`src/include/eq_coefs.svh`:
```
`ifndef EQ_COEFS_SVH
`define EQ_COEFS_SVH

// Fixed bandpass coefficients in Q2.16, one entry per band
localparam logic signed [coef_w-1:0] eq_a1_c [num_bands_c] = '{
  18'b10_0000_0011_0001_0011, // 10 Hz to 100 Hz
  18'b10_0000_1101_0100_1010, // 100 Hz to 500 Hz
  18'b10_0001_0010_0101_1011, // 500 Hz to 1 kHz
  18'b10_0111_1101_1100_0110, // 1 kHz to 5 kHz
  18'b11_0001_1111_1011_1111, // 5 kHz to 10 kHz
  18'b00_1000_1011_1100_0000  // 10 kHz to 20 kHz
};
localparam logic signed [coef_w-1:0] eq_a2_c [num_bands_c] = '{
  18'b00_1111_1101_0000_0001,
  18'b00_1111_0010_1111_0001,
  18'b00_1110_1111_1100_0101,
  18'b00_1001_0011_1101_0000,
  18'b00_0111_1110_0011_1011,
  18'b00_0010_0001_1011_0111
};
localparam logic signed [coef_w-1:0] eq_b0_c [num_bands_c] = '{
  18'b00_0000_0001_1000_0010,
  18'b00_0000_0110_1000_0111,
  18'b00_0000_1000_0001_1101,
  18'b00_0011_0110_0001_0111,
  18'b00_0100_0000_1101_1110,
  18'b00_0110_1111_0010_0111
};
// Bandpass shape, so the middle tap is zero everywhere
localparam logic signed [coef_w-1:0] eq_b1_c [num_bands_c] = '{
  18'b0, 18'b0, 18'b0, 18'b0, 18'b0, 18'b0
};
localparam logic signed [coef_w-1:0] eq_b2_c [num_bands_c] = '{
  18'b11_1111_1110_0111_1110,
  18'b11_1111_1001_0111_1001,
  18'b11_1111_0111_1110_0011,
  18'b11_1100_1001_1110_1001,
  18'b11_1011_1111_0010_0010,
  18'b11_1001_0000_1101_1001
};

`endif

```
`src/audio_eq_pkg.sv`:
```
package audio_eq_pkg;

  localparam int sample_w = 16;    // Signed audio sample
  localparam int coef_w = 18;      // Signed Q2.16
  localparam int state_w = 19;     // Sample plus three guard bits
  localparam int gain_w = 8;       // Unsigned Q1.7
  localparam int power_w = 8;
  localparam int num_bands_c = 6;

  // Unity gain
  localparam logic [gain_w-1:0] gain_reset_c = gain_w'(128);

  typedef struct packed {
    logic signed [coef_w-1:0] a1;
    logic signed [coef_w-1:0] a2;
    logic signed [coef_w-1:0] b0;
    logic signed [coef_w-1:0] b1;
    logic signed [coef_w-1:0] b2;
  } band_coefs_t;

  `include "eq_coefs.svh"

  // Unknown band numbers fall back to the lowest band
  function automatic band_coefs_t get_band_coefs(input int band);
    band_coefs_t c;
    int idx;
    idx = (band >= 0 && band < num_bands_c) ? band : 0;
    c.a1 = eq_a1_c[idx];
    c.a2 = eq_a2_c[idx];
    c.b0 = eq_b0_c[idx];
    c.b1 = eq_b1_c[idx];
    c.b2 = eq_b2_c[idx];
    return c;
  endfunction

endpackage

```
`src/band_power.sv`:
```
`timescale 1ns/100ps

module band_power import audio_eq_pkg::*; (
  input  logic                       clk,
  input  logic                       reset,
  input  logic                       filt_step,
  input  logic                       filt_clear,
  input  logic signed [sample_w-1:0] band_l,
  input  logic signed [sample_w-1:0] band_r,
  output logic [power_w-1:0]         level
);

  localparam int acc_w = 20;
  localparam int leak_shift = 4;   // Time constant of 16 samples

  logic [sample_w:0]   abs_l;      // One extra bit so -32768 fits
  logic [sample_w:0]   abs_r;
  logic [sample_w+1:0] rect_sum;
  logic [acc_w-1:0]    acc;

  assign abs_l = band_l[sample_w-1] ? -((sample_w + 1)'(band_l)) : (sample_w + 1)'(band_l);
  assign abs_r = band_r[sample_w-1] ? -((sample_w + 1)'(band_r)) : (sample_w + 1)'(band_r);
  assign rect_sum = (sample_w + 2)'(abs_l) + (sample_w + 2)'(abs_r);

  // Leaky average, settles at 16 times the mean half sum
  always_ff @(posedge clk) begin
    if (reset || filt_clear) begin
      acc <= '0;
    end else if (filt_step) begin
      acc <= acc - (acc >> leak_shift) + acc_w'(rect_sum >> 1);
    end
  end

  assign level = acc[acc_w-1 -: power_w];

endmodule

```
`config.mk`:
```
export PLATFORM = sky130hd
export DESIGN_NAME = band_power
export DESIGN_NICKNAME = d
export VERILOG_FILES = /design/src/audio_eq_pkg.sv /design/src/band_power.sv
export VERILOG_INCLUDE_DIRS = /design/src /design/src/include
export SDC_FILE = /design/constraint.sdc
export NUM_CORES = 1
export LEC_CHECK = 0
export BUFFER_PORTS_ARGS = -buffer_cell sky130_fd_sc_hd__buf_2
export CAP_MARGIN = 20
export CORE_UTILIZATION = 45
export CTS_BUF_LIST = sky130_fd_sc_hd__clkbuf_4 sky130_fd_sc_hd__clkbuf_8
export CTS_CLUSTER_SIZE = 25
export DETAILED_ROUTE_END_ITERATION = 8
export PLACE_DENSITY = 0.67
export SETUP_SLACK_MARGIN = 0.4
export SLEW_MARGIN = 10
export SYNTH_ARGS = -nofsm -noshare
export SYNTH_HDL_FRONTEND = slang
export SYNTH_SLANG_ARGS = --single-unit
```
`constraint.sdc`:
```
create_clock -name clk -period 7.55 [get_ports clk]
set_input_delay 1.1325 -clock clk [delete_from_list [all_inputs] [get_ports clk]]
set_output_delay 1.1325 -clock clk [all_outputs]
set_load 0.005 [all_outputs]
```
Word-level counts from Yosys, hierarchy flattened
Index checks and enable logic that the tools add are counted.
- register bits: 20
- word-level logic and storage cells: 9
- output and inout bits: 8
- input bits: 36
- reductions and logical operators: 1
- mux-type cells: 2
- add/sub/neg operators: 5
- operators with widths (cell ; number):
    two-way mux 17 bit ; 2
    negator 16 -> 17 bit ; 2
    adder 20 x 17 -> 20 bit ; 1
    subtractor 20 x 16 -> 20 bit ; 1
    adder 17 x 17 -> 18 bit ; 1
    logical OR 1 bit ; 1

Depth between registers and ports, before layout
Gate-level depths: netlist of run 1.
- word-level depth: 4
- depth in mapped cells: 25
- depth with buffers taken out: 24

Worst setup path before layout of run 1
Ideal clock, no wire load.
- path kind: input-to-reg
- start point: in band_l[1]
- end point: reg acc[19]
- required time: 7.478 ns
- data arrival time: 5.539 ns
- setup time: 0.072 ns
- buffers on the path: 0
- setup slack: 1.940 ns
- stages on the path: 22
- cells stage by stage: or3_1 -> or3_4 -> nor4_4 -> a21o_2 -> xnor2_1 -> ha_1 -> and3_1 -> a2111oi_4 -> o31a_4 -> o21bai_2 -> a21oi_2 -> xnor2_1 -> fa_1 -> ha_1 -> a21oi_1 -> o21ai_0 -> nand2_1 -> nand3_1 -> a21oi_1 -> o21ai_1 -> mux2i_1 -> mux2i_1
- word-level cells in the longest chain between the ends: 4
- ends and longest elaborated chain (what ; RTL line ; text):
    from (decl) ; band_power.sv:8 ; input logic signed [sample_w-1:0] band_l,
    negator 16 -> 17 bit ; band_power.sv:21 ; assign abs_l = band_l[sample_w-1] ? -((sample_w + 1)'(band_l)) : (sample_w + 1)'(band_l);
    two-way mux 17 bit (*) ; band_power.sv:21 ;
    adder 17 x 17 -> 18 bit (*) ; band_power.sv:23 ; assign rect_sum = (sample_w + 2)'(abs_l) + (sample_w + 2)'(abs_r);
    adder 20 x 17 -> 20 bit (*) ; band_power.sv:30 ; acc <= acc - (acc >> leak_shift) + acc_w'(rect_sum >> 1);
    to (signal assigned) ; band_power.sv:30 ;
    to (decl) ; band_power.sv:19 ; logic [acc_w-1:0] acc;
Mark *: on every way between the ends. The rest lies on a longest branch, timed or not.
A chain may end at the register's enable or synchronous reset.

Worst setup path after layout of run 1
Same ends and word-level chain as after synthesis.

==> impl_metrics.tcl, run 1 <==
set metrics [dict create \
    final_nets 547 \
    outcome "finished clean" \
    fmax_ghz 0.172 \
    critical_path_class "in2reg" \
    dpl.cell_count 549 \
    crit_path_end_kind "flip-flop" \
    critPathRequiredTime_ns 7.75 \
    postCtsSetupBuffers 0 \
    hold_violations 0 \
    synth_area_leader_cell "ha_1" \
    crit-reg2reg-launch "acc[5]$_SDFFE_PP0P_" \
    initialDrtViolationCount 126 \
    drt.antenna.violating_nets 0 \
    initial_core_util 0.466 \
    fin_crit_ns 5.81 \
    vias_per_cell 5.22 \
    path_clk_slew_ns 0.08 \
    setup-tns-final_ns 0 \
    slew_viol_final 0 \
    cp-startpoint "band_l[1]" \
    hold_path_class "reg2reg" \
    grt_pass1_vias 2692 \
    ios 44 \
    wirelength_um 7160 \
    synth_edf_count 0 \
    path_buf_inv 1 \
    async_reset_ff_frac 0 \
    diodes 0 \
    die_area_um2 7900 \
    worstRegToRegCells 11 \
    yosysSeqAreaShare 0.118 \
    top_register "acc" \
    synth-main-ff-cell "dfxtp_1" \
    postLayoutCellArea_um2 3690 \
    clkSinkCount 20 \
    largest_reg_flops 20 \
    crit_family "compound AO/OA/AOI/OAI gates" \
    setup_viol 0 \
    cp-start-kind "input pin" \
    cts_tree "yes" \
    grt_max_degree 20 \
    cts_buffers 3 \
    grt_setup_unrepaired "false" \
    grt_pass1_wl_um 12200 \
    ctsHtreeMaxLevel 1 \
    routedWlPerCell_um 13.0 \
    drive_gt1_frac 0.137 \
    fin_cells 552 \
    cp_slowest_stage_delay_ns 0.45 \
    first_pass_iters 4 \
    placed_area_um2 3650 \
    grt.total_usage 0.194 \
    ctsLongestPathBuffers 2 \
    syn_inst 423 \
    ys_types 58 \
    yosysWarnings 0 \
    overflow 0 \
    cts_root_buf "clkbuf_8" \
    cap_violations 0 \
    final.setup_skew_ns 0.00999 \
    holdCritStartpoint "acc[18]$_SDFFE_PP0P_" \
    synth_top_area_share 0.144 \
    cp_num_cells 23 \
    path_cells "buf_2, or3_1, or3_4, nor4_4, a21o_2, xnor2_1, ha_1, and3_1, a2111oi_4, o31a_4, o21bai_2, a21oi_2, xnor2_1, fa_1, ha_1, a21oi_1, o21ai_0, nand2_1, nand3_1, a21oi_1, o21ai_1, mux2i_1, mux2i_1" \
    holdWs_ns 0.492 \
    synth.area.top_cells "ha_1, dfxtp_1, xnor2_1" \
    fin_crit_sh 0.770 \
    syn_to_final_growth_pct 8.55 \
    grt_antenna_before_repair 0 \
    gp_congestion 0.865 \
    numPortBuffers 43 \
    yosys_register_bits 20 \
    hpwl_um 5980 \
    die_height_um 88.9 \
    slowest_stage "fa_1" \
    clk-insertion-delay-late_ns 0.27 \
    die_x_um 88.9 \
    post_cts_resized 0 \
    reg_top3 "acc (20)" \
    hold_depth 2 \
    syn_avg_cell_area_um2 8.03 \
    drc 0 \
    cp_data_arrival_time_ns 6.01 \
    core_um2 7290 \
    vias 2879 \
    ctsHoldBuffers 0 \
    syn_area_um2 3400 \
    worstPathMaxFanout 6 \
    rows 31 \
]
final timing paths:
| check | end | slack [ns] |
|---|---|---|
| worst min register to register | acc[18]$_SDFFE_PP0P_ | 0.49 |
| worst max register to register | acc[19]$_SDFFE_PP0P_ | 4.62 |
| worst min-delay path | acc[18]$_SDFFE_PP0P_ | 0.49 |
| worst max-delay path | acc[19]$_SDFFE_PP0P_ | 1.74 |
worst reg2reg max path, stage by stage (launching register included):
cell and delay [ns]:
dfxtp_1 0.34, inv_1 0.10, fa_1 0.50, ha_1 0.33, a211oi_1 0.22, o21bai_1 0.11
a21oi_1 0.32, o21ai_1 0.17, a21boi_1 0.26, o21ai_1 0.13, mux2i_1 0.19, mux2i_1 0.21
metal layers:
metal  part of all wire  GRT usage  vias to the layer above
li1                   -          -                     1524
met1               0.49      0.280                     1285
met2               0.47      0.322                       67
met3              0.039    0.00653                        3
met4             0.0035     0.0425                        0
met5                  0          0                        -
layout by cell type, fill, tap and decap left out, types with 6 or more instances in the layout:
cell and count:
a21o_1 9, fa_1 17, o31ai_1 6, dfxtp_1 20
buf_2 43, xor2_1 15, inv_1 37, o21ai_0 27
ha_1 39, nand2b_1 7, mux2i_1 10, a21oi_1 34
or3_1 8, xnor2_1 40, nand2_1 39, nand3_1 11
nor2_1 24
per-stage QoR:
step / utilization / worst slack [ns]
6_report: 0.506 / 1.74
5_1_grt: 0.506 / 1.45
4_1_cts: 0.506 / 1.73
3_5_place_dp: 0.500 / 1.48
3_3_place_gp: 0.500 / 1.61
2_1_floorplan: - / 1.94
synthesized netlist by cell type (2+ instances only):
library cell,n
nor4_1,2
nor3_1,2
ha_1,39
and2_1,2
nand2_1,39
nand2b_1,7
or3_1,8
fa_1,17
a31oi_1,4
nand4_1,3
nor2b_1,4
and3_1,2
clkbuf_1,8
dfxtp_1,20
a21o_1,9
inv_1,37
o31ai_1,6
a21oi_1,34
xor2_1,15
o21ai_0,27
nor2_1,24
buf_4,8
nand3_1,11
xnor2_1,40
a211oi_1,3
mux2i_1,10
o21ai_1,5
o21bai_1,4
o21a_1,4
logic make-up after synthesis:
kind of cell / after synthesis / synth area share
mux: 11 / 0.0328
other cells: 1 / 0.00110
buf+inv: 54 / 0.0685
fa+ha+maj: 56 / 0.244
compound gates: 114 / 0.230
flops: 20 / 0.118
xor+xnor: 55 / 0.142
simple gates: 112 / 0.164
layout make-up:
class | count | area, um^2
fill | 724 | 3600
multi-input combinational | 350 | 2770
tap | 99 | 124
timing repair buffer | 43 | 215
sequential | 20 | 400
clock buffer | 3 | 41.3
inverter | 37 | 139
Power of run 1 is not shown: default switching activity piles up to over one toggle a cycle in this logic, so the estimate is an artifact.
==> inputs of run 2 (changes only) <==
==> constraint.sdc (replaced) <==
create_clock -name clk -period 5.4 [get_ports clk]
set_input_delay 0.81 -clock clk [delete_from_list [all_inputs] [get_ports clk]]
set_output_delay 0.81 -clock clk [all_outputs]
set_load 0.005 [all_outputs]
==> run 2 against run 1 <==
Clock skew up 0.0058 ns. Non-clock buffer count grew 22. Register-to-register slack worse by 2.1 ns. Highest routed layer unchanged. Clock-buffer cell count unchanged. Via count increased by 5.7%. Wire length is 9.7% higher. Sequential cell count stayed put. Design area rose by 13%. Utilization up 6.5 points. Setup slack worse by 1.5 ns. First-iteration DRC count up 24%.
==> impl_metrics.tcl, run 2 (synthesis gave the netlist of run 1 again) <==
set metrics [dict create \
    ctsHtreeMaxLevel 1 \
    top_register "acc" \
    ctsLongestPathBuffers 2 \
    largest_reg_flops 20 \
    holdCritStartpoint "acc[19]$_SDFFE_PP0P_" \
    vias 3042 \
    hpwl_um 6090 \
    cp-startpoint "band_l[1]" \
    syn_to_final_growth_pct 22.6 \
    ios 44 \
    grt_util_met1 0.290 \
    wirelength_um 7860 \
    worstPathMaxFanout 3 \
    gp_congestion 0.829 \
    met3_usage 0.0168 \
    initial_core_util 0.466 \
    cts_root_buf "clkbuf_8" \
    worstReg2RegEnd "acc[19]$_SDFFE_PP0P_" \
    vias_per_cell 5.29 \
    tightest_slew_ns 0.501 \
    use_met2 0.344 \
    path_buf_inv 2 \
    postLayoutCellArea_um2 4160 \
    fin_crit_sh 0.950 \
    grt_pass1_vias 2847 \
    hold_end "acc[19]$_SDFFE_PP0P_" \
    layout_common_cells "buf_2, xnor2_1, inv_1, nand2_1, ha_1" \
    critical_path_class "in2reg" \
    die_area_um2 7900 \
    grt_setup_unrepaired "true" \
    core_um2 7290 \
    n_fill_cell 670 \
    drive_gt1_frac 0.242 \
    ctsHoldBuffers 0 \
    slowest_stage "fa_1" \
    path_cells "buf_6, or3_4, or3_4, nor4_4, buf_4, nand2_4, o41ai_4, xnor2_1, ha_1, a21o_1, a21o_1, a21oi_1, o21ai_1, xor2_1, fa_1, ha_1, o211ai_1, nand2_1, nand2_1, nand3_1, a21oi_1, o21ai_1, mux2i_1, mux2i_1" \
    rows 31 \
    die_height_um 88.9 \
    critPathRequiredTime_ns 5.62 \
    hold_violations 0 \
    placed_area_um2 3800 \
    grt_antenna_before_repair 0 \
    crit-reg2reg-launch "acc[5]$_SDFFE_PP0P_" \
    cp-start-kind "input pin" \
    first_pass_iters 4 \
    path_clk_slew_ns 0.09 \
    cts_buffers 3 \
    grt.total_usage 0.207 \
    fin_crit_ns 5.13 \
    routedWlPerCell_um 13.7 \
    cp_data_arrival_time_ns 5.34 \
    crit_family "compound AO/OA/AOI/OAI gates" \
    clk-insertion-delay-late_ns 0.28 \
    hold_path_class "reg2reg" \
    fmax_ghz 0.195 \
    final_common_cell "buf_2" \
    grt_max_degree 20 \
    initialDrtViolationCount 156 \
    numPortBuffers 43 \
    worstRegToRegCells 11 \
    drt.antenna.violating_nets 0 \
    r2r_setup_slack_ns 2.51 \
    crit_path_end_kind "flip-flop" \
    hold_depth 2 \
    drc 0 \
    cap_violations 0 \
    outcome "finished clean" \
    reg_top3 "acc (20)" \
    cts_tree "yes" \
    max-slew-margin-rel 0.665 \
    slew_viol_final 0 \
    grt_busiest_layer "met2" \
    die_x_um 88.9 \
    cp_slowest_stage_delay_ns 0.44 \
    final_nets 569 \
    overflow 0 \
    final.setup_skew_ns 0.0158 \
    grt_pass1_wl_um 12800 \
    diodes 0 \
    setup_viol 0 \
    clkSinkCount 20 \
]
run 2: cell types whose count changed in the layout (fill, tap and decap cells not counted), sizes merged:
cell,delta
buf,+22
bufinv,+1
run 2: worst max-delay path by stage:
| stage | cells past startpoint | endpoint |
|---|---|---|
| 2_1_floorplan | 23 | acc[19]$_SDFFE_PP0P_ |
| 3_3_place_gp | 24 | acc[19]$_SDFFE_PP0P_ |
| 3_5_place_dp | 24 | acc[19]$_SDFFE_PP0P_ |
| 4_1_cts | 23 | acc[19]$_SDFFE_PP0P_ |
| 5_1_grt | 23 | acc[19]$_SDFFE_PP0P_ |
| 6_report | 24 | acc[19]$_SDFFE_PP0P_ |
run 2: cell type report:
class / count / area [um^2] / area share
Multi-Input combinational cell: 350 / 3010 / 0.724
Timing Repair Buffer: 65 / 417 / 0.100
Inverter: 37 / 139 / 0.0334
Tap cell: 99 / 124 / 0.0297
Sequential cell: 20 / 400 / 0.0962
Clock buffer: 3 / 41.3 / 0.00992
Clock inverter: 1 / 30.0 / 0.00721
run 2: repair_timing:
action	4_1_cts	5_1_grt
pin swaps	12	20
setup buffers	3	3
setup endpoints to repair	6	9
gates resized for setup	16	34
run 2: routing by layer:
layer	wire [um]	share of wire	up-vias
li1	-	-	1570
met1	3800	0.48	1392
met2	3710	0.47	73
met3	249	0.032	7
met4	92	0.012	0
met5	0	0	-
run 2: through the flow:
step           setup WS [ns]  setup TNS (ns)  hold WS [ns]  utilization  std cells
3_5_place_dp         -0.0846          -0.111         0.470        0.521        565
6_report               0.273               0         0.484        0.571        575
2_1_floorplan          0.356               0         0.448            -        424
3_3_place_gp         0.00348               0         0.459        0.521        565
5_1_grt              -0.0478         -0.0478         0.518        0.571        575
4_1_cts                0.281               0         0.484        0.547        572
run 2: tightest hold or removal path: cells and delay by family, from the launching register on:
kind	cells	cell delay [ns]
mux	1	0.05
simple gates	1	0.06
flops	1	0.34
Power of run 2 is left out for the same reason.
==> inputs of run 3 (changes only) <==
--- a/config.mk
+++ b/config.mk
@@ -8,6 +8,7 @@
 export LEC_CHECK = 0
 export BUFFER_PORTS_ARGS = -buffer_cell sky130_fd_sc_hd__buf_2
 export CAP_MARGIN = 20
+export CORE_ASPECT_RATIO = 0.75
 export CORE_UTILIZATION = 45
 export CTS_BUF_LIST = sky130_fd_sc_hd__clkbuf_4 sky130_fd_sc_hd__clkbuf_8
 export CTS_CLUSTER_SIZE = 25
==> run 3 against run 2 <==
Utilization increased by 2.0 points. Sequential share of layout area decreased by 0.37 points. Sequential cell count did not move. Wire length rose by 9.4%. Fmax down 0.84%. Clock skew increased by 0.00062 ns. Register-to-register slack worse by 0.03 ns. Via count grew 2.0%. Critical endpoint unchanged. Largest cell class unchanged.
==> impl_metrics.tcl, run 3 (synthesis gave the netlist of run 1 again) <==
set metrics [dict create \
    outcome "finished clean" \
    wirelength_um 8600 \
    grt_pass1_vias 2996 \
    numPortBuffers 43 \
    crit_path_frequent_cell "nand2_1" \
    cts_root_buf "clkbuf_8" \
    cap_violations 0 \
    rows 27 \
    met3_usage 0.0219 \
    final_nets 576 \
    path_clk_slew_ns 0.10 \
    hpwl_um 6550 \
    grt_antenna_before_repair 0 \
    cts_tree "yes" \
    fin_crit_ns 5.17 \
    largest_reg_flops 20 \
    seq_area_um2 400 \
    grt_setup_unrepaired "true" \
    grt.total_usage 0.220 \
    reg_top3 "acc (20)" \
    crit_path_end_kind "flip-flop" \
    holdCritStartpoint "acc[16]$_SDFFE_PP0P_" \
    diodes 0 \
    cp_slowest_stage_delay_ns 0.48 \
    die_height_um 77.2 \
    gp_congestion 0.868 \
    ctsHtreeMaxLevel 1 \
    die_area_um2 7900 \
    slew_viol_final 0 \
    overflow 0 \
    ctsHoldBuffers 0 \
    routedWlPerCell_um 14.7 \
    initial_core_util 0.463 \
    tightest_slew_ns 0.511 \
    syn_to_final_growth_pct 27.5 \
    cp-startpoint "band_l[1]" \
    hold_path_class "reg2reg" \
    final_common_cell "buf_2" \
    layout_common_cells "buf_2, xnor2_1, inv_1, nand2_1, ha_1" \
    die_x_um 102 \
    grt_util_met1 0.331 \
    use_met2 0.336 \
    cp-start-kind "input pin" \
    multi_input_area_um2 3120 \
    slowest_stage "fa_1" \
    crit-reg2reg-launch "acc[12]$_SDFFE_PP0P_" \
    worstPathMaxFanout 6 \
    path_cells "buf_6, or3_4, or3_4, nand2_1, xnor2_1, ha_1, nand2_2, o21a_1, o31ai_4, a2111oi_4, o31a_4, o21bai_2, a21oi_2, xnor2_2, fa_1, ha_4, nand2_1, o21ai_1, nand2_1, nand3_1, a21oi_2, o21ai_1, mux2i_1, mux2i_1" \
    core_um2 7330 \
    drc 0 \
    fin_crit_sh 0.958 \
    clk-insertion-delay-late_ns 0.28 \
    grt_pass1_wl_um 13800 \
    critPathRequiredTime_ns 5.61 \
    n_fill_cell 654 \
    postLayoutCellArea_um2 4330 \
    initialDrtViolationCount 89 \
    vias_per_cell 5.31 \
    final.setup_skew_ns 0.0164 \
    max-slew-margin-rel 0.658 \
    fmax_ghz 0.193 \
    cts_buffers 3 \
    drive_gt1_frac 0.292 \
    ctsLongestPathBuffers 2 \
    drt.antenna.violating_nets 0 \
    hold_violations 0 \
    ios 44 \
    critical_path_class "in2reg" \
    clkSinkCount 20 \
    grt_max_degree 20 \
    setup_viol 0 \
    placed_area_um2 3840 \
    first_pass_iters 4 \
    cp_data_arrival_time_ns 5.38 \
    vias 3103 \
    grt_busiest_layer "met2" \
    top_register "acc" \
]
-- run 3: routing by layer --
layer	vias to the layer above	share of wire
met2	93	0.44
met4	0	0.0086
li1	1578	-
met1	1424	0.50
met3	8	0.048
met5	-	0
-- run 3: path summary, 6_finish.rpt --
kind,slack [ns],to,depth (start not counted)
setup reg to reg,2.48,acc[19]$_SDFFE_PP0P_,10
hold / removal,0.48,acc[16]$_SDFFE_PP0P_,2
setup / recovery,0.23,acc[19]$_SDFFE_PP0P_,24
hold reg to reg,0.48,acc[16]$_SDFFE_PP0P_,2
-- run 3: metrics by stage --
step / setup WS, ns / util / TNS [ns] / cells / hold slack [ns]
CTS: 0.276 / 0.549 / 0 / 579 / 0.474
global route: -0.0507 / 0.591 / -0.0507 / 584 / 0.484
detailed placement: -0.112 / 0.523 / -0.309 / 572 / 0.475
floorplan: 0.356 / - / 0 / 424 / 0.448
global placement: -0.0117 / 0.523 / -0.0277 / 572 / 0.457
finish: 0.229 / 0.591 / 0 / 584 / 0.482
-- run 3: repair_timing --
item / in CTS / in global routing
cloned: 0 / 0
resized for setup: 19 / 58
endpoints found under the setup margin: 6 / 9
pin swaps: 18 / 33
setup buffers: 3 / 5
-- run 3: layout make-up --
type	instances	area share
multi-input combinational	350	0.721
timing repair buffer	72	0.109
sequential	20	0.0924
inverter	37	0.0321
tap	101	0.0292
clock buffer	3	0.00953
clock inverter	1	0.00693
-- run 3: critical path, delay by kind of cell --
kind / cells / cell delay [ns]
compound gates: 9 / 1.40
xor+xnor: 2 / 0.29
fa+ha+maj: 3 / 1.11
buf+inv: 1 / 0.09
mux: 2 / 0.47
simple gates: 7 / 1.21
Power of run 3 is left out for the same reason.
